File: config.mk
export PLATFORM = sky130hd
export DESIGN_NAME = datapath_io_predication
export DESIGN_NICKNAME = d
export VERILOG_FILES = /design/src/design/io_addr_pkg.sv /design/src/design/io_port_pkg.sv /design/src/design/mem_address_decoder.sv /design/src/design/io_decode_stage.sv /design/src/design/io_ready_gate.sv /design/src/design/datapath_io_predication.sv
export SDC_FILE = /design/constraint.sdc
export NUM_CORES = 1
export LEC_CHECK = 0
export ABC_AREA = 0
export BUFFER_PORTS_ARGS = -buffer_cell sky130_fd_sc_hd__buf_2
export CAP_MARGIN = 0
export CORE_MARGIN = 2
export CORE_UTILIZATION = 36
export DETAILED_ROUTE_END_ITERATION = 7
export GPL_TIMING_DRIVEN = 0
export PLACE_DENSITY = 0.79
export SYNTH_ARGS = -nofsm -noshare
export SYNTH_HDL_FRONTEND = slang
export SYNTH_SLANG_ARGS = --single-unit
File: constraint.sdc
create_clock -name clock -period 1.7 [get_ports clock]
set_input_delay 0.17 -clock clock [delete_from_list [all_inputs] [get_ports clock]]
set_output_delay 0.17 -clock clock [all_outputs]
set_load 0.005 [all_outputs]
File: src/design/io_addr_pkg.sv
// Address-map constants, memory select enum and the D write-address union
package io_addr_pkg;

    // Widths of the thread-level addresses and of a memory's local space
    localparam int read_addr_width  = 11;
    localparam int write_addr_width = 12;
    localparam int mem_addr_width   = 10;
    localparam int split_half_width = 6;   // Each half of a split D address

    // Memory A reads below memory B
    localparam logic [read_addr_width-1:0] mem_read_base_a  = 11'd0;
    localparam logic [read_addr_width-1:0] mem_read_bound_a = 11'd1023;
    localparam logic [read_addr_width-1:0] mem_read_base_b  = 11'd1024;
    localparam logic [read_addr_width-1:0] mem_read_bound_b = 11'd2047;

    // Write ranges share the read map, but on the wider D address
    localparam logic [write_addr_width-1:0] mem_write_base_a  = 12'd0;
    localparam logic [write_addr_width-1:0] mem_write_bound_a = 12'd1023;
    localparam logic [write_addr_width-1:0] mem_write_base_b  = 12'd1024;
    localparam logic [write_addr_width-1:0] mem_write_bound_b = 12'd2047;

    // Which data memory a decoder serves
    typedef enum logic {
        mem_a = 1'b0,
        mem_b = 1'b1
    } mem_sel_e;

    // A split D word carries one short address per memory
    typedef struct packed {
        logic [split_half_width-1:0] hi;   // Goes to memory A
        logic [split_half_width-1:0] lo;   // Goes to memory B
    } write_halves_t;

    // The D word is read either whole or as two halves, depending on split
    typedef union packed {
        logic [write_addr_width-1:0] full;
        write_halves_t               halves;
    } write_addr_u;

endpackage

File: src/design/io_port_pkg.sv
// I/O port window constants, port index and flag vector types, decoded request struct
package io_port_pkg;

    // Four ports per memory, at local addresses 60 to 63
    localparam int port_count      = 4;
    localparam int port_addr_width = 2;
    localparam int port_base_addr  = 60;   // Reachable from a 6-bit split half

    typedef logic [port_addr_width-1:0] port_idx_t;

    // One bit per port, used for flags and for read strobes
    typedef logic [port_count-1:0] port_vec_t;

    // Decoded access of one thread to one memory
    typedef struct packed {
        logic      read_en;       // Read address falls in this memory
        logic      read_is_io;    // Read hits the port window
        port_idx_t read_port;
        logic      write_en;      // Write address falls in this memory
        logic      write_is_io;   // Write hits the port window
        port_idx_t write_port;
    } mem_req_t;

endpackage

File: src/design/mem_address_decoder.sv
// Address decoder for one data memory: range checks, split translation, port window decode
module mem_address_decoder
    import io_addr_pkg::*;
    import io_port_pkg::*;
(
    input  mem_sel_e                   mem,
    input  logic                       split,
    input  logic [read_addr_width-1:0] read_addr,
    input  write_addr_u                write_addr,
    output mem_req_t                   req
);

    logic [read_addr_width-1:0]  read_base;
    logic [read_addr_width-1:0]  read_bound;
    logic [write_addr_width-1:0] write_base;
    logic [write_addr_width-1:0] write_bound;
    logic [read_addr_width-1:0]  read_offset;
    logic [write_addr_width-1:0] write_offset;
    logic [split_half_width-1:0] split_half;
    logic [mem_addr_width-1:0]   read_local;
    logic [mem_addr_width-1:0]   write_local;
    logic                        read_en;
    logic                        write_en;

    // Anything at or above the port base is treated as I/O
    function automatic logic is_port(logic [mem_addr_width-1:0] local_addr);
        return local_addr >= mem_addr_width'(port_base_addr);
    endfunction

    function automatic port_idx_t port_of(logic [mem_addr_width-1:0] local_addr);
        logic [mem_addr_width-1:0] offset;
        offset = local_addr - mem_addr_width'(port_base_addr);
        return offset[port_addr_width-1:0];
    endfunction

    always_comb begin
        if (mem == mem_a) begin
            read_base   = mem_read_base_a;
            read_bound  = mem_read_bound_a;
            write_base  = mem_write_base_a;
            write_bound = mem_write_bound_a;
        end else begin
            read_base   = mem_read_base_b;
            read_bound  = mem_read_bound_b;
            write_base  = mem_write_base_b;
            write_bound = mem_write_bound_b;
        end
    end

    assign read_en     = (read_addr >= read_base) && (read_addr <= read_bound);
    assign read_offset = read_addr - read_base;
    assign read_local  = read_offset[mem_addr_width-1:0];   // Drop the memory select bit

    // Memory A owns the upper half of a split D, memory B the lower half
    assign split_half   = (mem == mem_a) ? write_addr.halves.hi : write_addr.halves.lo;
    assign write_offset = write_addr.full - write_base;

    always_comb begin
        if (split) begin
            write_en    = 1'b1;                              // Both memories always write
            write_local = mem_addr_width'(split_half);       // Zero-extended half
        end else begin
            write_en    = (write_addr.full >= write_base) && (write_addr.full <= write_bound);
            write_local = write_offset[mem_addr_width-1:0];
        end
    end

    always_comb begin
        req.read_en     = read_en;
        req.read_is_io  = read_en && is_port(read_local);
        req.read_port   = port_of(read_local);
        req.write_en    = write_en;
        req.write_is_io = write_en && is_port(write_local);
        req.write_port  = port_of(write_local);
    end

    // A split half hits the window exactly when its top bits are all set, and its low bits name the port
    split_write_port: assert final (!split || (req.write_en &&
        (req.write_is_io == (&split_half[split_half_width-1:port_addr_width])) &&
        (!req.write_is_io || (req.write_port == split_half[port_addr_width-1:0]))))
        else $error("Split write decoded to the wrong port or without write enable");

endmodule

File: src/design/io_decode_stage.sv
// One-cycle pipeline register for the decoded requests of memories A and B
module io_decode_stage
    import io_port_pkg::*;
(
    input  logic     clock,
    input  logic     rst,
    input  mem_req_t req_a,
    input  mem_req_t req_b,
    output mem_req_t req_a_q,
    output mem_req_t req_b_q
);

    // Lines the decode up with the memory read stage
    always_ff @(posedge clock) begin
        if (rst) begin
            req_a_q <= '0;   // No I/O access pending after reset
            req_b_q <= '0;
        end else begin
            req_a_q <= req_a;
            req_b_q <= req_b;
        end
    end

    // An I/O hit decoded in one cycle arrives with its enable in the next
    io_needs_en_a: assert property (
        @(posedge clock) disable iff (rst)
        (req_a.read_is_io || req_a.write_is_io) |=>
            (!req_a_q.read_is_io || req_a_q.read_en) &&
            (!req_a_q.write_is_io || req_a_q.write_en)
    ) else $error("Memory A request has is_io without its enable");

    io_needs_en_b: assert property (
        @(posedge clock) disable iff (rst)
        (req_b.read_is_io || req_b.write_is_io) |=>
            (!req_b_q.read_is_io || req_b_q.read_en) &&
            (!req_b_q.write_is_io || req_b_q.write_en)
    ) else $error("Memory B request has is_io without its enable");

endmodule

File: src/design/io_ready_gate.sv
// Flag masking, io_ready reduction, gated read strobes and is-I/O outputs
module io_ready_gate
    import io_port_pkg::*;
(
    input  logic      clock,   // Used by the assertions only
    input  mem_req_t  req_a_q,
    input  mem_req_t  req_b_q,
    input  port_vec_t read_ef_a,
    input  port_vec_t read_ef_b,
    input  port_vec_t write_ef_a,
    input  port_vec_t write_ef_b,
    output port_vec_t io_rden_a,
    output port_vec_t io_rden_b,
    output logic      read_addr_is_io_a,
    output logic      read_addr_is_io_b,
    output logic      write_addr_is_io_a,
    output logic      write_addr_is_io_b,
    output logic      io_ready
);

    logic read_ok_a;
    logic read_ok_b;
    logic write_ok_a;
    logic write_ok_b;

    // A non-I/O access never waits on a port
    function automatic logic masked_flag(logic is_io, port_idx_t port, port_vec_t ef);
        return is_io ? ef[port] : 1'b1;
    endfunction

    function automatic port_vec_t strobe(logic fire, port_idx_t port);
        return fire ? (port_vec_t'(1) << port) : '0;
    endfunction

    assign read_ok_a  = masked_flag(req_a_q.read_is_io, req_a_q.read_port, read_ef_a);
    assign read_ok_b  = masked_flag(req_b_q.read_is_io, req_b_q.read_port, read_ef_b);
    assign write_ok_a = masked_flag(req_a_q.write_is_io, req_a_q.write_port, write_ef_a);
    assign write_ok_b = masked_flag(req_b_q.write_is_io, req_b_q.write_port, write_ef_b);

    // All four accesses of the thread must be able to proceed together
    assign io_ready = read_ok_a && read_ok_b && write_ok_a && write_ok_b;

    assign io_rden_a = strobe(req_a_q.read_is_io && io_ready, req_a_q.read_port);
    assign io_rden_b = strobe(req_b_q.read_is_io && io_ready, req_b_q.read_port);

    assign read_addr_is_io_a  = req_a_q.read_is_io;
    assign read_addr_is_io_b  = req_b_q.read_is_io;
    assign write_addr_is_io_a = req_a_q.write_is_io;
    assign write_addr_is_io_b = req_b_q.write_is_io;

    // A strobe pops a port FIFO, so at most one may fire and never on an empty port
    rden_safe_a: assert property (
        @(posedge clock) (|io_rden_a) |->
            $onehot(io_rden_a) && ((io_rden_a & read_ef_a) == io_rden_a)
    ) else $error("Memory A read strobe not one-hot or fired on an empty port");

    rden_safe_b: assert property (
        @(posedge clock) (|io_rden_b) |->
            $onehot(io_rden_b) && ((io_rden_b & read_ef_b) == io_rden_b)
    ) else $error("Memory B read strobe not one-hot or fired on an empty port");

endmodule

File: src/design/datapath_io_predication.sv
// Top level of the I/O predication block: two decoders, the decode stage and the ready gate
module datapath_io_predication
    import io_addr_pkg::*;
    import io_port_pkg::*;
(
    input  logic                        clock,
    input  logic                        rst,
    input  logic                        split,
    input  logic [read_addr_width-1:0]  read_addr_a,
    input  logic [read_addr_width-1:0]  read_addr_b,
    input  logic [write_addr_width-1:0] write_addr_d,
    input  port_vec_t                   read_ef_a,
    input  port_vec_t                   read_ef_b,
    input  port_vec_t                   write_ef_a,
    input  port_vec_t                   write_ef_b,
    output port_vec_t                   io_rden_a,
    output port_vec_t                   io_rden_b,
    output logic                        read_addr_is_io_a,
    output logic                        read_addr_is_io_b,
    output logic                        write_addr_is_io_a,
    output logic                        write_addr_is_io_b,
    output logic                        io_ready
);

    mem_req_t req_a;
    mem_req_t req_b;
    mem_req_t req_a_q;
    mem_req_t req_b_q;

    mem_address_decoder dec_a (
        .mem        (mem_a),   // Takes the hi half of a split D
        .split      (split),
        .read_addr  (read_addr_a),
        .write_addr (write_addr_d),
        .req        (req_a)
    );

    mem_address_decoder dec_b (
        .mem        (mem_b),   // Takes the lo half of a split D
        .split      (split),
        .read_addr  (read_addr_b),
        .write_addr (write_addr_d),
        .req        (req_b)
    );

    io_decode_stage stage0 (
        .clock   (clock),
        .rst     (rst),
        .req_a   (req_a),
        .req_b   (req_b),
        .req_a_q (req_a_q),
        .req_b_q (req_b_q)
    );

    // Flags are sampled one cycle after the addresses, against the registered decode
    io_ready_gate gate0 (
        .clock              (clock),
        .req_a_q            (req_a_q),
        .req_b_q            (req_b_q),
        .read_ef_a          (read_ef_a),
        .read_ef_b          (read_ef_b),
        .write_ef_a         (write_ef_a),
        .write_ef_b         (write_ef_b),
        .io_rden_a          (io_rden_a),
        .io_rden_b          (io_rden_b),
        .read_addr_is_io_a  (read_addr_is_io_a),
        .read_addr_is_io_b  (read_addr_is_io_b),
        .write_addr_is_io_a (write_addr_is_io_a),
        .write_addr_is_io_b (write_addr_is_io_b),
        .io_ready           (io_ready)
    );

endmodule

; ---- Word level (Yosys, flattened, before mapping)
; Index checks and enable logic that the tools add are counted.
[totals]
reg_bits = 12
in_bits = 53
[classes]
reduce_logical = 13
mux = 18
order_cmp = 16
shifts = 2
n_addsub = 6
[ops]
columns = op, count
row1 = >= comparator 10 x 6 -> 1 bit (second input constant), 4
row2 = 2-to-1 mux 10 bit, 2
row3 = subtractor 10 x 1 -> 10 bit (second input constant), 2
row4 = logical AND 1 bit, 13
row5 = >= comparator 12 x 1 -> 1 bit (second input constant), 1
row6 = >= comparator 12 x 11 -> 1 bit (second input constant), 1
row7 = less-or-equal comparator 12 x 10 -> 1 bit (second input constant), 1
row8 = less-or-equal comparator 12 x 11 -> 1 bit (second input constant), 1
row9 = less-than comparator 2 x 3 -> 1 bit (second input constant), 4
row10 = >= comparator 11 x 1 -> 1 bit (second input constant), 1
row11 = >= comparator 11 bit (second input constant), 1
row12 = less-or-equal comparator 11 x 10 -> 1 bit (second input constant), 1
row13 = less-or-equal comparator 11 bit (second input constant), 1
row14 = 2-to-1 mux 1 bit, 10
row15 = binary-select mux 1 bit (select 2 bit), 4
row16 = 2-to-1 mux 4 bit, 2
row17 = left shift 1 x 2 -> 4 bit (first input constant), 2
row18 = subtractor 2 x 1 -> 2 bit (second input constant), 4

; ---- Depth between registers and ports, before layout
; Gate-level depths: netlist of the first run.
[logic_depth]
depth_word = 8
mapped_depth = 5

; ---- Cells and area by module
; From an unflattened synthesis of the first run, not the netlist that was laid out.
[unflattened]
cells_unflattened = 150
hier_area_um2 = 1315.0
[by_module_without_submodules]
columns = mod, seq_area_each_um2, cells_per_inst, area_per_inst_um2, n_inst
row1 = mem_address_decoder, 0.0, 38, 271.5, 2
row2 = io_decode_stage, 320.3, 33, 464.2, 1
row3 = io_ready_gate, 0.0, 39, 300.3, 1
row4 = datapath_io_predication, 0.0, 2, 7.5, 1

; ---- Least setup slack after synthesis of the first run
; No wires, ideal clock.
[synth_timing]
kind = register to output
start = reg stage0.req_b_q[5] (netlist name)
end = out io_rden_b[0]
slack_ns = 0.312
arrival_ns = 1.218
required_time_ns = 1.530
stages_incl_launch_ff = 6
path_cell_list = dfxtp_1 -> buf_6 -> mux2i_1 -> a32oi_2 -> nand4_2 -> nor4b_2
[synth_between]
elab_chain_len = 8
[synth_rtl]
columns = element, line
row1 = binary-select mux 1 bit (select 2 bit), io_ready_gate.sv:28  ; return is_io ? ef[port] : 1'b1;
row2 = 2-to-1 mux 1 bit (implied by the code), io_ready_gate.sv:28
row3 = 2-to-1 mux 1 bit, io_ready_gate.sv:28
row4 = logical AND 1 bit (3 in a row), io_ready_gate.sv:41  ; assign io_ready = read_ok_a && read_ok_b && write_ok_a && write_ok_b;
row5 = logical AND 1 bit, io_ready_gate.sv:44  ; assign io_rden_b = strobe(req_b_q.read_is_io && io_ready, req_b_q.read_port);
row6 = 2-to-1 mux 4 bit *, io_ready_gate.sv:32  ; return fire ? (port_vec_t'(1) << port) : '0;
row7 = end: declaration, datapath_io_predication.sv:17  ; output port_vec_t io_rden_b,
; Every way passes the cells marked *; elsewhere a longest branch is shown, timed or not. The select of a mux whose other input is x is not followed.

; ---- Worst setup path in the final report of the first run
[layout_timing]
start = reg stage0.req_b_q[5] (netlist name)
end = out io_rden_b[2]
[layout_between]
elab_chain_len = 8
[layout_rtl]
columns = element, line
row1 = binary-select mux 1 bit (select 2 bit), io_ready_gate.sv:28
row2 = 2-to-1 mux 1 bit (implied by the code), io_ready_gate.sv:28
row3 = 2-to-1 mux 1 bit, io_ready_gate.sv:28
row4 = logical AND 1 bit (3 in a row), io_ready_gate.sv:41
row5 = logical AND 1 bit, io_ready_gate.sv:44
row6 = 2-to-1 mux 4 bit *, io_ready_gate.sv:32
; Marks and branches as above.

==> qor.txt, run 1 <==
global route overflow: 0
Pre-antenna DRT Iters: 4
Ys Warns: 0
vias in the first global route: 897
port buffer count: 64
antenna viol nets, final: 0
placed cell areas: 1070 µm²
All-Layer GR Usage: 0.178
min Tclk post-route: 1820 ps
setup TNS: -525 ps
mean post-synth cell area: 9.03 µm²
Net Count, Synth: 132
crit end category: primary output
Via density: 4.81
Initial Utilization: 0.371
worst vdd ir: 0.000554 V
endpoints failing setup: 7
CP arrival: 1650 ps
FF+latch count, synth: 12
post-synthesis instance total: 79
residual DRC count: 0
DIE AREA: 2350 µm²
# fillers: 186
Hold Crit Start: read_addr_a[10]
status: complete, but fails checks
RSZ-0062 raised after global routing: true
layout cells sized above 1: 0.613
Final Hold Slack: 62.9 ps
num ports: 66
Final Instance Area: 1200 µm²
DR iter-0 viols: 14
post-detail-place hpwl: 1.62 mm
GPL Wtd Cong: 0.686
top cells by area, synth: dfxtp_1, mux2i_1, nor2b_1
Final Max Tran Viols: 0
first-pass GRT wire length: 3.42 mm
post-synth cell types: 26
crit-path cells: mux2i_1, a32oi_2, buf_4, nand4_4, buf_6, nor3_2, buf_2
chip width: 48.5 µm
pwr dens: 597 nW/µm²
CTS H-tree depth: 1
largest area contributor in the netlist: dfxtp_1
CP startpoint kind: register
Hold Fails Final Rpt: 0
Worst Tran Pin Value: 443 ps
clk root buf: clkbuf_4
Hold Crit Class: input port to register
Rows: 16
Post-Layout Cell Count: 177
CTS Buffer Depth: 2
DR WL/cell: 11.5 µm
worst hold stages: 2
Synth top area share: 0.337
Max-cap violations: 0
Placed Cells: 170
DR vias: 851
nets: 204
CTS tree: built
Min-Delay Endpoint: stage0.req_a_q[6]
leakage: 0.583 nW
failing checks: negative setup slack
critical path data required time: 1530 ps
initial antenna violation count: 0
Hold Buf Count CTS: 0
Setup CP Type: register to primary output
CP max stage delay: 360 ps
CTS clk-pin slew, worst paths: 70 ps
worst setup slack after layout: -116 ps
Core Area: 1920 µm²
f_max: 551 MHz
clock net sink count: 12
relative max-transition margin: 0.704
Routed WL: 2.03 mm
Tcrit/Tclk final: 1.07
post-synthesis sequential area ratio: 0.337
TritonCTS Buffers: 3
largest net degree at the start of global routing: 11
mapped cell area: 713 µm²
n_diodes: 0
CP Max Fanout: 4
slowest stage cell on the critical path: dfxtp_4
Die H: 48.5 µm
P&R area growth vs syn: 68.6%
[flip-flops by register name, indices dropped and copies added, names as in the netlist]
name            count
stage0.req_a_q      6
stage0.req_b_q      6
[worst max-delay path, delay by kind of cell, from the launching register on]
family / cells / cell delay [ps]
buffers and inverters: 3 / 440
and+or+nand+nor: 2 / 210
muxes: 1 / 120
AOI/OAI and AO/OA: 1 / 250
DFF: 1 / 360
[metrics by stage]
| stage | power [mW] | setup slack [ps] | util |
|---|---|---|---|
| 2_1_floorplan | 0.389 | 312 | - |
| 3_3_place_gp | 0.468 | 135 | 0.555 |
| 3_5_place_dp | 0.476 | 116 | 0.555 |
| 4_1_cts | 0.698 | -96.1 | 0.594 |
| 5_1_grt | 0.761 | -216 | 0.626 |
| 6_report | 0.718 | -116 | 0.626 |
[cells by family (layout without fill, tap and decap cells)]
group,count (synthesis),in the layout,share of synthesized area
AOI/OAI and AO/OA,9,9,0.139
buffers and inverters,7,78,0.0474
DFF,12,12,0.337
muxes,10,10,0.146
and+or+nand+nor,41,41,0.332
[cell usage after synthesis, drive strengths merged]
cell	n
dfxtp	12
inv	4
o41ai	1
a211oi	1
a2bb2oi	1
nor2b	9
nand3b	1
nand3	2
nor4b	1
buf	1
nor2	6
nor4	5
o21ai	1
nor3	3
a32oi	2
nand2b	3
mux2i	7
mux2	3
nand2	6
clkbuf	2
o22a	1
a21oi	2
nand4	5
[how the worst max path moves through the flow]
stage / slack, ps / startpoint / end / depth (start not counted)
2_1_floorplan: 310 / stage0.req_b_q[5] / io_rden_b[0] / 5
4_1_cts: -100 / stage0.req_a_q[0] / io_rden_a[1] / 5
3_3_place_gp: 130 / stage0.req_b_q[5] / io_rden_b[0] / 6
5_1_grt: -220 / stage0.req_b_q[5] / io_rden_b[0] / 6
6_report: -120 / stage0.req_b_q[5] / io_rden_b[2] / 7
3_5_place_dp: 120 / stage0.req_b_q[5] / io_rden_b[0] / 6
[cell type report]
type                            count  area [µm²]  share of cell area
Buffer                              2        7.51             0.00624
Tap cell                           27        33.8              0.0281
Sequential cell                    12         251               0.209
Timing Repair Buffer               68         354               0.294
Inverter                            4        15.0              0.0125
Multi-Input combinational cell     60         504               0.419
Clock buffer                        4        36.3              0.0302
[power breakdown]
group          switching (mW)  leakage (nW)  internal (mW)
clock network          0.0873        0.0210          0.130
registers              0.0173         0.102          0.296
logic                  0.0795         0.460          0.108
[cells in the final DEF (no fill, tap or decap), types with 2 or more instances in the layout]
cell type   n
a21oi_1     2
buf_2      64
buf_4       3
clkbuf_1    2
clkbuf_4    3
dfxtp_1     7
dfxtp_2     3
dfxtp_4     2
inv_1       4
mux2_4      2
mux2i_1     7
nand2_1     6
nand2b_1    3
nand4_1     4
nor2_1      4
nor2b_1     9
nor3_2      2
nor4_1      3
nor4_2      2
[metal layers]
| metal | wire, µm | GRT usage | up-vias |
|---|---|---|---|
| met5 | 0 | 0 | - |
| met4 | 50 | 0.0905 | 0 |
| met3 | 118 | 0.0401 | 8 |
| met2 | 1070 | 0.345 | 35 |
| met1 | 798 | 0.176 | 380 |
| li1 | - | - | 428 |
[timing repair]
action / CTS / global route
setup buffers: 1 / 3
pin swaps: 6 / 5
endpoints found under the setup margin: 9 / 9
gates resized for setup: 11 / 9
Note: power is estimated with default switching activity, not from simulation.
==> run 2, diff against run 1 <==
--- a/config.mk
+++ b/config.mk
@@ -13,6 +13,8 @@
 export DETAILED_ROUTE_END_ITERATION = 7
 export GPL_TIMING_DRIVEN = 0
 export PLACE_DENSITY = 0.79
+export RECOVER_POWER = 100
 export SYNTH_ARGS = -nofsm -noshare
 export SYNTH_HDL_FRONTEND = slang
 export SYNTH_SLANG_ARGS = --single-unit
+export TNS_END_PERCENT = 50
==> run 2 against run 1 <==
Effect of this change: the run still ends with negative setup slack left; critical path depth fell by 1; die area unchanged; sequential power barely moved; sequential share of layout area grew 0.33 points.
==> qor.txt, run 2 (synthesized netlist as in run 1, its figures left out) <==
clk root buf: clkbuf_4
Final Max Tran Viols: 0 (unchanged)
CP startpoint kind: register
Crit path max-delay family: flip-flops
relative max-transition margin: 0.710 (+0.00529)
Hold Crit Class: input port to register
footprint of the multi-input gates: 489 µm² (-3.0%)
Core Area: 1920 µm² (unchanged)
CP Buf/Inv Count: 2 (-1)
num ports: 66 (unchanged)
worst setup slack after layout: -112 ps (+4.28 ps)
DR WL/cell: 11.6 µm (+1.4%)
Initial Utilization: 0.371 (unchanged)
Via density: 4.81 (unchanged)
global route overflow: 0 (unchanged)
most common cell after layout, fill and taps aside: buf_2
P&R area growth vs syn: 66.0%
CTS tree: built
TritonCTS Buffers: 3 (unchanged)
Max-cap violations: 0 (unchanged)
crit end category: primary output
port buffer count: 64 (unchanged)
clock net sink count: 12 (unchanged)
Pre-antenna DRT Iters: 3 (-1)
first-pass GRT wire length: 3.42 mm (unchanged)
largest net degree at the start of global routing: 11 (unchanged)
critical path data required time: 1530 ps (about the same)
slowest stage cell on the critical path: dfxtp_4
leakage: 0.567 nW (-2.8%)
CP max stage delay: 360 ps (about the same)
worst vdd ir: 0.000555 V (+0.21%)
DIE AREA: 2350 µm² (unchanged)
layout cells sized above 1: 0.573 (-0.0400)
RSZ-0062 raised after global routing: true
Placed Cells: 170 (unchanged)
Post-Layout Cell Count: 177 (unchanged)
final core occ: 0.616 (-0.00977)
endpoints failing setup: 8 (+1)
Die H: 48.5 µm (unchanged)
f_max: 552 MHz (+0.24%)
vias in the first global route: 897 (unchanged)
initial antenna violation count: 0 (unchanged)
post-detail-place hpwl: 1.62 mm (unchanged)
Worst Tran Pin Value: 435 ps (-7.93 ps)
Hold Fails Final Rpt: 0 (unchanged)
CP arrival: 1640 ps (about the same)
FF+latch area: 251 µm² (unchanged)
CTS H-tree depth: 1 (unchanged)
# fillers: 188 (+1.1%)
Rows: 16 (unchanged)
CTS Buffer Depth: 2 (unchanged)
pwr dens: 600 nW/µm² (+0.40%)
All-Layer GR Usage: 0.178 (unchanged)
failing checks: negative setup slack
most frequent cells in the layout: buf_2, nor2b_1, mux2i_1, dfxtp_1, nand2_1
GPL Wtd Cong: 0.686 (unchanged)
antenna viol nets, final: 0 (unchanged)
min Tclk post-route: 1810 ps (-4.28 ps)
Routed WL: 2.06 mm (+1.4%)
DR iter-0 viols: 8 (-6)
residual DRC count: 0 (unchanged)
top flop regs: stage0.req_a_q: 6 flops, stage0.req_b_q: 6 flops
CTS clk-pin slew, worst paths: 70 ps (about the same)
nets: 204 (unchanged)
Tcrit/Tclk final: 1.07 (-0.00252)
DR vias: 851 (unchanged)
Setup CP Type: register to primary output
status: complete, but fails checks
CP Max Fanout: 4 (unchanged)
n_diodes: 0 (unchanged)
chip width: 48.5 µm (unchanged)
crit-path cells: mux2i_1, a32oi_2, buf_4, nand4_4, nor4b_2, buf_2
[run 2: cell count changes in the layout (fill, tap and decap cells not counted), sizes merged]
cell,before,now
buf,68,66
clkbuf,6,8
[run 2: path summary, 6_finish.rpt]
path,from,endpoint,slack [ps],cells past startpoint
worst max-delay path,stage0.req_b_q[5],io_rden_b[0],-110,6
worst min-delay path,read_addr_a[10],stage0.req_a_q[6],60,2
[run 2: where the power goes]
group	leakage (nW)	total, mW	internal, mW	switching, mW
clock	0.0210	0.215	0.130	0.0854
combinational	0.444	0.181	0.103	0.0779
sequential	0.102	0.314	0.296	0.0172
[run 2: cell type report]
class                   count  share of cell area
multi-input cells          60               0.413
repair buffers             68               0.296
flip-flops and latches     12               0.212
clock buffers               4              0.0307
well taps                  27              0.0285
inverters                   4              0.0127
plain buffers               2             0.00634
[run 2: metal layers]
metal / up-vias / track usage / share of wire
li1: 428 / - / -
met1: 382 / 0.176 / 0.38
met2: 33 / 0.345 / 0.53
met3: 8 / 0.0401 / 0.056
met4: 0 / 0.0905 / 0.024
met5: - / 0 / 0
[run 2: metrics by stage]
step,setup TNS [ps],hold slack [ps],area [µm²],power [mW],setup WS [ps]
after floorplan,0,248,713,0.389,312
after global placement,0,341,1070,0.468,135
after detailed placement,0,343,1070,0.476,116
after CTS,-177,60.6,1140,0.698,-96.1
after global routing,-1350,59.3,1180,0.753,-209
final,-592,64.4,1180,0.710,-112
[run 2: timing repair]
action                                  4_1_cts  5_1_grt
endpoints found under the setup margin        9        9
pin swaps                                     6        2
buffers inserted                              1        3
endpoints found under the hold margin         0        0
gates resized for setup                      11        5
hold buffers                                  0        0
